## config.mk

```make
export PLATFORM = sky130hd
export DESIGN_NAME = heap_alloc
export DESIGN_NICKNAME = d
export VERILOG_FILES = /design/src/heap_pkg.sv /design/src/heap_alloc.sv
export VERILOG_INCLUDE_DIRS = /design/src
export SDC_FILE = /design/constraint.sdc
export NUM_CORES = 1
export LEC_CHECK = 0
export ABC_CLOCK_PERIOD_IN_PS = 3480
export BUFFER_PORTS_ARGS = -buffer_cell sky130_fd_sc_hd__buf_2
export CAP_MARGIN = 20
export CORE_MARGIN = 4
export CORE_UTILIZATION = 45
export DETAILED_ROUTE_END_ITERATION = 16
export GPL_TIMING_DRIVEN = 1
export PLACE_DENSITY_LB_ADDON = 0.05
export SYNTH_ARGS = -nofsm -noshare
export SYNTH_HDL_FRONTEND = slang
export SYNTH_SLANG_ARGS = --single-unit
```

## constraint.sdc

```tcl
create_clock -name i_clk -period 3.48 [get_ports i_clk]
set_clock_uncertainty 0.15 [all_clocks]
set_input_delay 0.174 -clock i_clk [delete_from_list [all_inputs] [get_ports i_clk]]
set_output_delay 0.174 -clock i_clk [all_outputs]
set_load 0.02 [all_outputs]
```

## src/heap_params.svh

```systemverilog
// heap unit sizing macros for the tagged word, cell index and heap depth
`ifndef HEAP_PARAMS_SVH
`define HEAP_PARAMS_SVH

// word layout
`define HEAP_WORD_SZ 16                    // bits per tagged word
`define HEAP_TAG_SZ  4                     // tag nibble on top of the word

// cell addressing
`define HEAP_IDX_SZ  8                     // bits of cell index
`define HEAP_DEPTH   (1 << `HEAP_IDX_SZ)   // cells in the heap, 256

// counters that must hold a full heap
`define HEAP_CNT_SZ  (`HEAP_IDX_SZ + 1)    // extra bit for overflow

`endif
```

## src/heap_pkg.sv

```systemverilog
// heap unit package with tagged word types, reserved constants and request/response structs
`include "heap_params.svh"

package heap_pkg;

    typedef logic [`HEAP_WORD_SZ-1:0] heap_word_t;  // tagged machine word
    typedef logic [`HEAP_IDX_SZ-1:0]  heap_idx_t;   // heap cell index
    typedef logic [`HEAP_CNT_SZ-1:0]  heap_cnt_t;   // index plus overflow bit

    // tag bits, top nibble
    localparam heap_word_t DIR_TAG  = 16'h8000;      // direct (fixnum) vs pointer
    localparam heap_word_t MUT_TAG  = 16'h4000;      // mutable vs rom
    localparam heap_word_t OPQ_TAG  = 16'h2000;      // opaque (cap) vs transparent
    localparam heap_word_t VLT_TAG  = 16'h1000;      // volatile vs reserved
    localparam heap_word_t TAG_MASK = DIR_TAG | MUT_TAG | OPQ_TAG | VLT_TAG;

    // reserved words
    localparam heap_word_t UNDEF_W     = 16'h0000;   // undefined value
    localparam heap_word_t NIL_W       = 16'h0001;   // empty list, free-list end
    localparam heap_word_t ZERO_W      = DIR_TAG;    // fixnum +0
    localparam heap_word_t HEAP_BASE_W = MUT_TAG | VLT_TAG;  // first heap cell, 0x5000

    // pointer port request
    typedef struct packed {
        logic       alloc;  // take a cell
        logic       free;   // give a cell back
        heap_word_t data;   // initial value of the new cell
        heap_word_t addr;   // cell to free
    } ptr_req_t;

    // memory port request
    typedef struct packed {
        logic       wr;     // write strobe
        logic       rd;     // read strobe
        heap_word_t waddr;
        heap_word_t wdata;
        heap_word_t raddr;
    } mem_req_t;

    // response, one cycle after the request
    typedef struct packed {
        heap_word_t addr;   // allocated pointer, else UNDEF
        heap_word_t rdata;  // last word read
        logic       err;    // sticky error
    } heap_rsp_t;

    // mutable+volatile tags, zero middle nibble
    function automatic logic is_heap_ptr(heap_word_t w);
        return ((w & TAG_MASK) == HEAP_BASE_W)
            && (w[`HEAP_WORD_SZ-`HEAP_TAG_SZ-1:`HEAP_IDX_SZ] == '0);
    endfunction

    function automatic heap_idx_t ptr_idx(heap_word_t w);
        return w[`HEAP_IDX_SZ-1:0];  // cell index of a pointer
    endfunction

    function automatic heap_word_t idx_ptr(heap_idx_t idx);
        return HEAP_BASE_W | {{(`HEAP_WORD_SZ-`HEAP_IDX_SZ){1'b0}}, idx};
    endfunction

endpackage

```

## src/heap_alloc.sv

```systemverilog
// heap allocator, decodes pointer and memory requests, runs the free list and flags errors
`timescale 1ns/1ns
`include "heap_params.svh"

module heap_alloc import heap_pkg::*; (
    input  logic       i_clk,
    input  logic       i_reset,

    input  ptr_req_t   i_ptr_req,   // alloc / free strobes
    input  mem_req_t   i_mem_req,   // write / read strobes
    output heap_rsp_t  o_rsp,       // pointer, read word, error
    output heap_cnt_t  o_free_cnt,  // cells on the free list

    output logic       o_wr_en,     // RAM write port
    output heap_idx_t  o_widx,
    output heap_word_t o_wdata,

    output logic       o_rd_en,     // RAM data read port
    output heap_idx_t  o_ridx,
    input  heap_word_t i_rdata,

    output logic       o_lk_en,     // RAM link read port
    output heap_idx_t  o_lkidx,
    input  heap_word_t i_lkdata
);

    // control state
    logic       err_q;      // sticky error, halts the unit
    heap_word_t addr_q;     // pointer handed out last cycle
    heap_cnt_t  top_q;      // next never-used cell, msb = heap full
    heap_word_t head_q;     // free-list head, NIL when empty
    heap_word_t succ_q;     // cell after the head
    logic       lk_pend_q;  // successor still arriving from RAM
    heap_cnt_t  cnt_q;      // free-list length

    // request decode
    logic ptr_any;
    logic mem_any;
    logic ptr_op;
    logic mem_op;
    logic no_op;
    logic conflict;

    // checks
    logic list_empty;
    logic bad_free;
    logic bad_wr;
    logic bad_rd;
    logic oom;
    logic bad;
    logic go;

    // actions this cycle
    logic       pass;       // alloc+free, freed cell goes straight back out
    logic       pop;        // alloc from free-list head
    logic       grow;       // alloc from top
    logic       link;       // free, push onto list
    logic       mem_wr;
    logic       mem_rd;
    logic       lk_fetch;   // follow the new head's link
    heap_word_t succ_eff;   // current successor of the head

    assign ptr_any  = i_ptr_req.alloc || i_ptr_req.free;
    assign mem_any  = i_mem_req.wr || i_mem_req.rd;
    assign ptr_op   = ptr_any && !mem_any;
    assign mem_op   = mem_any && !ptr_any;
    assign no_op    = !ptr_any && !mem_any;
    assign conflict = ptr_any && mem_any;  // both ports in one cycle

    assign list_empty = (head_q == NIL_W);
    assign bad_free   = i_ptr_req.free && !is_heap_ptr(i_ptr_req.addr);
    assign bad_wr     = i_mem_req.wr && !is_heap_ptr(i_mem_req.waddr);
    assign bad_rd     = i_mem_req.rd && !is_heap_ptr(i_mem_req.raddr);
    assign oom        = i_ptr_req.alloc && !i_ptr_req.free && list_empty
                        && top_q[`HEAP_IDX_SZ];  // top past last cell
    assign bad        = conflict || bad_free || bad_wr || bad_rd || oom;
    assign go         = !err_q && !bad && !no_op;  // nothing moves once halted

    assign pass   = go && ptr_op && i_ptr_req.alloc && i_ptr_req.free;
    assign pop    = go && ptr_op && i_ptr_req.alloc && !i_ptr_req.free && !list_empty;
    assign grow   = go && ptr_op && i_ptr_req.alloc && !i_ptr_req.free && list_empty;
    assign link   = go && ptr_op && !i_ptr_req.alloc && i_ptr_req.free;
    assign mem_wr = go && mem_op && i_mem_req.wr;
    assign mem_rd = go && mem_op && i_mem_req.rd;

    assign succ_eff = lk_pend_q ? i_lkdata : succ_q;  // RAM output right after a pop
    assign lk_fetch = pop && (succ_eff != NIL_W);     // no fetch past the list end

    // RAM write port
    assign o_wr_en = pass || pop || grow || link || mem_wr;

    always_comb begin
        o_widx = ptr_idx(i_mem_req.waddr);  // memory port write
        if (pass || link) begin
            o_widx = ptr_idx(i_ptr_req.addr);
        end else if (pop) begin
            o_widx = ptr_idx(head_q);
        end else if (grow) begin
            o_widx = top_q[`HEAP_IDX_SZ-1:0];
        end
    end

    always_comb begin
        o_wdata = i_ptr_req.data;  // initial value of a new cell
        if (link) begin
            o_wdata = head_q;  // freed cell points at old head
        end else if (mem_wr) begin
            o_wdata = i_mem_req.wdata;
        end
    end

    // RAM read ports
    assign o_rd_en = mem_rd;
    assign o_ridx  = ptr_idx(i_mem_req.raddr);
    assign o_lk_en = lk_fetch;
    assign o_lkidx = ptr_idx(succ_eff);

    always_ff @(posedge i_clk) begin
        if (i_reset) begin
            err_q     <= 1'b0;
            addr_q    <= UNDEF_W;
            top_q     <= '0;  // top word is HEAP_BASE_W
            head_q    <= NIL_W;
            succ_q    <= NIL_W;
            lk_pend_q <= 1'b0;
            cnt_q     <= '0;
        end else begin
            addr_q    <= UNDEF_W;  // valid one cycle only
            lk_pend_q <= lk_fetch;
            succ_q    <= succ_eff;  // capture fetched link
            if (bad) begin
                err_q <= 1'b1;
            end
            if (pass) begin
                addr_q <= i_ptr_req.addr;  // count and list unchanged
            end
            if (pop) begin
                addr_q <= head_q;  // LIFO
                head_q <= succ_eff;
                cnt_q  <= cnt_q - 1'b1;
            end
            if (grow) begin
                addr_q <= idx_ptr(top_q[`HEAP_IDX_SZ-1:0]);
                top_q  <= top_q + 1'b1;  // msb set after the last cell
            end
            if (link) begin
                head_q <= i_ptr_req.addr;
                succ_q <= head_q;  // old head now follows
                cnt_q  <= cnt_q + 1'b1;
            end
        end
    end

    assign o_rsp      = '{addr: addr_q, rdata: i_rdata, err: err_q};
    assign o_free_cnt = cnt_q;

    // error only clears through reset
    a_err_sticky: assert property (
        @(posedge i_clk) $fell(err_q) |-> $past(i_reset)
    ) else $error("o_err fell without reset");

    // count and head agree on an empty list
    a_cnt_head: assert property (
        @(posedge i_clk) disable iff (i_reset) (cnt_q == '0) == (head_q == NIL_W)
    ) else $error("free count %0d disagrees with head %h", cnt_q, head_q);

endmodule

```

* Word level (Yosys, flattened, before mapping) *
Cells that the tools add are included.

cells by class
  div/mod/pow operators = 0
  bitwise gates (word level) = 0
  $mul = 0
  $add $sub $neg = 3
  equal/unequal tests = 5
  reduce and logical (&&, ||, !) cells = 54
  shift-type cells = 0
  magnitude comparators = 0
  mux-type cells = 14

operator list
  kind                                                                number
  16-bit 2-to-1 mux                                                   8
  1-bit logical AND                                                   27
  8-bit 2-to-1 mux                                                    3
  9-bit by 1-bit adder with 9-bit output, second input constant       2
  9-bit 2-to-1 mux                                                    2
  16-bit by 1-bit == test with 1-bit output, second input constant    1
  16-bit by 1-bit != test with 1-bit output, second input constant    1
  15-bit 2-to-1 mux                                                   1
  4-bit by 3-bit == test with 1-bit output, second input constant     3
  4-bit logical NOT                                                   3
  1-bit logical NOT                                                   11
  1-bit logical OR                                                    11
  9-bit by 1-bit subtractor with 9-bit output, second input constant  1
  2-bit nonzero test                                                  1
  2-bit OR reduction                                                  1

word-level totals
  bits in latches = 0
  input bits = 118
  memories = 0
  bits in writable memories = 0
  output and inout port bits = 85
  ROM bits = 0
  logic and storage cells = 84
  register bits = 68

* Longest topological paths before layout *
  word-level depth = 19
  gate-level depth with buffers = 11
  mapped depth without buffers = 9

* Least setup slack after synthesis *
No wires, ideal clock.

  path type = reg-to-reg
  start point = reg err_q
  end point = reg cnt_q[8], in the netlist o_free_cnt[8]
  clock period less this slack = 3.216 ns
  data arrival time = 2.950 ns
  slack = 0.264 ns
  stages on the path, launching flop included = 12
  cells stage by stage = dfxtp_1 -> or4b_1 -> nor4_4 -> inv_2 -> buf_2 -> clkbuf_1 -> fa_1 -> a211oi_1 -> o21ai_0 -> a211oi_1 -> a211o_1 -> nand2_1

between the ends
  cells in the longest elaborated chain, start to end = 8
  elaborated cells between the ends (all ways) = 11

ends and longest elaborated chain
  what                              line                                source
  from (decl)                       heap_alloc.sv:28                    logic err_q;
  from (signal assigned)            heap_alloc.sv:120                   err_q <= 1'b0;
  from (signal assigned)            heap_alloc.sv:132                   err_q <= 1'b1;
  1-bit logical NOT *               heap_alloc.sv:77                    assign go = !err_q && !bad && !no_op;
  1-bit logical AND * (2 in a row)  heap_alloc.sv:77
  1-bit logical AND *               heap_alloc.sv:80, heap_alloc.sv:82
  1-bit logical AND (3 in a row)    heap_alloc.sv:80                    assign pop = go && ptr_op && i_ptr_req.alloc && !i_ptr_req.free && !list_empty;
  2-bit nonzero test (no line)      -
  to (signal assigned)              heap_alloc.sv:140                   cnt_q <= cnt_q - 1'b1;
  to (signal assigned)              heap_alloc.sv:149                   cnt_q <= cnt_q + 1'b1;
  to (decl)                         heap_alloc.sv:34                    heap_cnt_t cnt_q;

Every way passes the cells marked *; elsewhere a longest branch is shown, timed or not.
A chain may end at the register's enable or synchronous reset.

* Worst setup path in the final report *
Ends and elaborated chain as after synthesis.

==> summary by stage <==
Clocking
Clock tree synthesis found a total of 68 sinks. In this run the deepest clock path goes through 2 buffers. The number of buffers created by CTS is 9. The latest clock arrival within the worst-skew pair is 0.35 ns. After clock tree synthesis, the setup repair step added 0 buffers. The number of H-tree levels is 3. The number of instances resized during post-cts repair is 0. Clock-pin slew was measured on the worst setup and hold paths at 0.07 ns. The clock tree from TritonCTS is yes. The CTS root buffer is clkbuf_8.

Floorplanning
After floorplanning, the core was sized to cover 8720 um2. The die span in x is 103 um. The initialized floorplan defines 34 standard-cell rows. During I/O placement, the number of pins put on the boundary was 203. The floorplan step set the die height to 103 um. The initial utilization of the core area, before any placement, comes to 46.2%.

The area of the die is 10500 um2.

Route
The first TritonRoute pass finished after 5 iterations. After detailed routing, the number of vias per cell comes to 5.59. The wire length after detailed routing is 12.2 mm. The count of nets left with antenna violations after detail routing is 0. The detailed router finished its first iteration with 177 violations. The total via count after detailed routing is 4027. The post-detailed-route DRC marker count is 0. The average wire length per cell after detail routing is 16.9 um.

Final layout
The area overhead of the layout relative to synthesis is 22.1%. After the flow finishes, the layout carries non-filler instances totaling 721. The number of nets in the final layout is 735. The number of antenna diodes in the final layout is 0. The share of layout cells above drive strength 1 is 34.3%.

Critical path
The category of the critical setup timing path is register to register. The endpoint arrival time on the critical path is 3.10 ns. The highest net fanout along the worst path is 6.

The startpoint class of the critical path is a register. Data on the critical path is required at its endpoint by 3.57 ns. STA classifies the critical path endpoint as a register.

Place
The wire-length estimate of the detail-placed layout is 9.07 mm. Counting tap cells, the placed design contains a total of 697 instances. During placement, the flow inserted port buffers numbering 154. The worst setup slack before clock tree synthesis is 0.471 ns. At the end of routability-driven placement, the weighted congestion stood at 0.878.

Yosys
By area the synthesized netlist is led by dfxtp_1, mux2i_1, buf_4, a21oi_1, nor2_1. In the synthesized netlist the async set-or-reset flop fraction comes to 0%. The synthesized design contains 68 register bits. The share of synthesized cell area in and, or, nand and nor gates is 21.2%. The synthesized-area fraction occupied by adder cells is 2.98%. The share of the Yosys chip area taken by registers is 33.8%.

In the synthesized netlist, mux cells make up 8.27% of the area. Summing the areas of all xor and xnor instances in the mapped netlist gives 1.96% of the synthesized area. The post-synthesis instance total is 482. The mapped netlist covers 4030 um2. The main flop type after synthesis is dfxtp_1. In this run, synthesis inferred 0 flip-flops with an integrated enable. The share of Yosys cell area claimed by the top area cell type is 33.8%. After synthesis, the largest family of logic cells by area is compound AO/OA/AOI/OAI gates.

The synthesized netlist contains 59 unique library cells. Counting every net in the synthesized netlist gives 609. The cell taking the most area after synthesis is dfxtp_1. The share of the synthesized area in compound gates (AO/OA/AOI/OAI) is 22.3%. Averaged over all synthesized cells, the footprint is 8.35 um2. During synthesis, Yosys emitted a total of 0 warnings.

GRT
Entering global routing, the biggest net connects 61 pins. In the global route stage, overall resource usage came out at 22.6%. The initial antenna violation count came to 0. The number of global-route vias before repair came to 3735. After global routing the overflow that remains totals 0. The global-route wire length before repair is 18.7 mm.

STA
In this run the tightest slew margin relative to its limit is 46.8%. After routing, the total negative slack on setup checks comes to 0 ns. The count of endpoints failing hold in the final timing report was 0.

For this run, the top clock speed supported by timing is 333 MHz. The worst path uses 86.3% of the clock period. The final-report max-slew violation count is 0.

The worst-margin pin slew is 0.797 ns. The count of endpoints failing setup in the final report is 0. The final critical delay including setup and external delays is 3.00 ns. Setup repair after global routing left no endpoint under its margin. The setup slack of the critical path after layout is 0.478 ns.

Pwr
The power density relative to cell area is 309 nW/um2. The static leakage power is 0.00207 uW. The worst IR drop on VDD is 199 uV. The power after layout is 1520 uW.

Min path
The type of the most critical hold path is primary input to register.

Run
The reported max-cap violation count is 0.

Outcome
The run finished with clean final reports.
## cell type report
class	count	area [um2]
fill	863	3800
timing repair buffer	169	903
tap	108	135
inverter	15	56.3
sequential	68	1360
clock inverter	6	41.3
clock buffer	10	128
multi-input combinational	345	2290
## through the flow
step                      utilization [%]  hold slack [ns]  area (um2)
after global routing                 56.4           0.0515        4920
final                                56.4           0.0393        4920
after global placement               53.5            0.198        4670
after CTS                            56.4           0.0207        4920
after detailed placement             53.5            0.198        4670
after floorplan                         -            0.160        4030
## cell families (layout without fill, tap and decap cells)
| family | Yosys count | count (layout) |
|---|---|---|
| AND/OR/NAND/NOR | 166 | 166 |
| AO/OA/AOI/OAI | 129 | 129 |
| buffers and inverters | 69 | 200 |
| flip-flops | 68 | 68 |
| multiplexers | 32 | 32 |
| adder cells (fa/ha/maj) | 9 | 9 |
| XOR/XNOR | 9 | 9 |
## layer usage
layer / track usage (%) / part of all wire, % / routed length (um)
met1: 30.3 / 44 / 5330
met2: 37.0 / 47 / 5710
met3: 4.06 / 7.6 / 928
met4: 6.66 / 1.6 / 194
met5: 0 / 0 / 0
## state kept, by name, indices dropped and copies added, names as in the netlist
signal      cells
addr_q         16
head_q         16
succ_q         16
o_free_cnt      9
top_q           9
err_q           1
lk_pend_q       1
## report_power, final
group          leakage, uW  internal (uW)  switching [uW]
Combinational      0.00144           78.9            90.4
Clock            0.0000783            257             313
Sequential        0.000548            779            1.83
## worst paths after layout
check,end,cells after the start,startpoint,slack (ns)
worst max-delay path,o_free_cnt[8],9,err_q,0.48
worst min-delay path,err_q,3,i_ptr_req[32],0.04
worst max register to register,o_free_cnt[8],9,err_q,0.48
worst min register to register,o_free_cnt[5],2,o_free_cnt[5],0.33
## cells in the mapped netlist (12+ instances only)
master    count
a211oi_1     20
a21oi_1      43
inv_1        14
nand3_1      12
dfxtp_1      68
mux2i_1      22
clkbuf_1     15
buf_4        29
nand2_1      47
nor2_1       49
## repair_timing
| item | in CTS | in global routing |
|---|---|---|
| endpoints found under the setup margin | 0 | 0 |
| hold buffers | 8 | 0 |
| hold endpoints to repair | 11 | 0 |
## layout by cell type, fill, tap and decap left out, types with 9 or more instances in the layout
cell type and instances:
dfxtp_1 68, mux2i_1 22, o21ai_0 10, nand2_1 47
a211oi_1 20, clkbuf_8 9, buf_2 154, nor2_1 49
o211ai_1 9, a21oi_1 43, nand3_1 12, inv_1 14
mux2_2 10
## worst max-delay path: stages (launching register included)
cell and delay [ns]:
dfxtp_1 0.35, or4b_1 0.60, nor4_4 0.19, inv_2 0.12, fa_1 0.43, a211oi_1 0.37
o21ai_0 0.19, a211oi_1 0.30, a211o_1 0.15, nand2_1 0.04
Note: power is estimated with default switching activity, not from simulation.
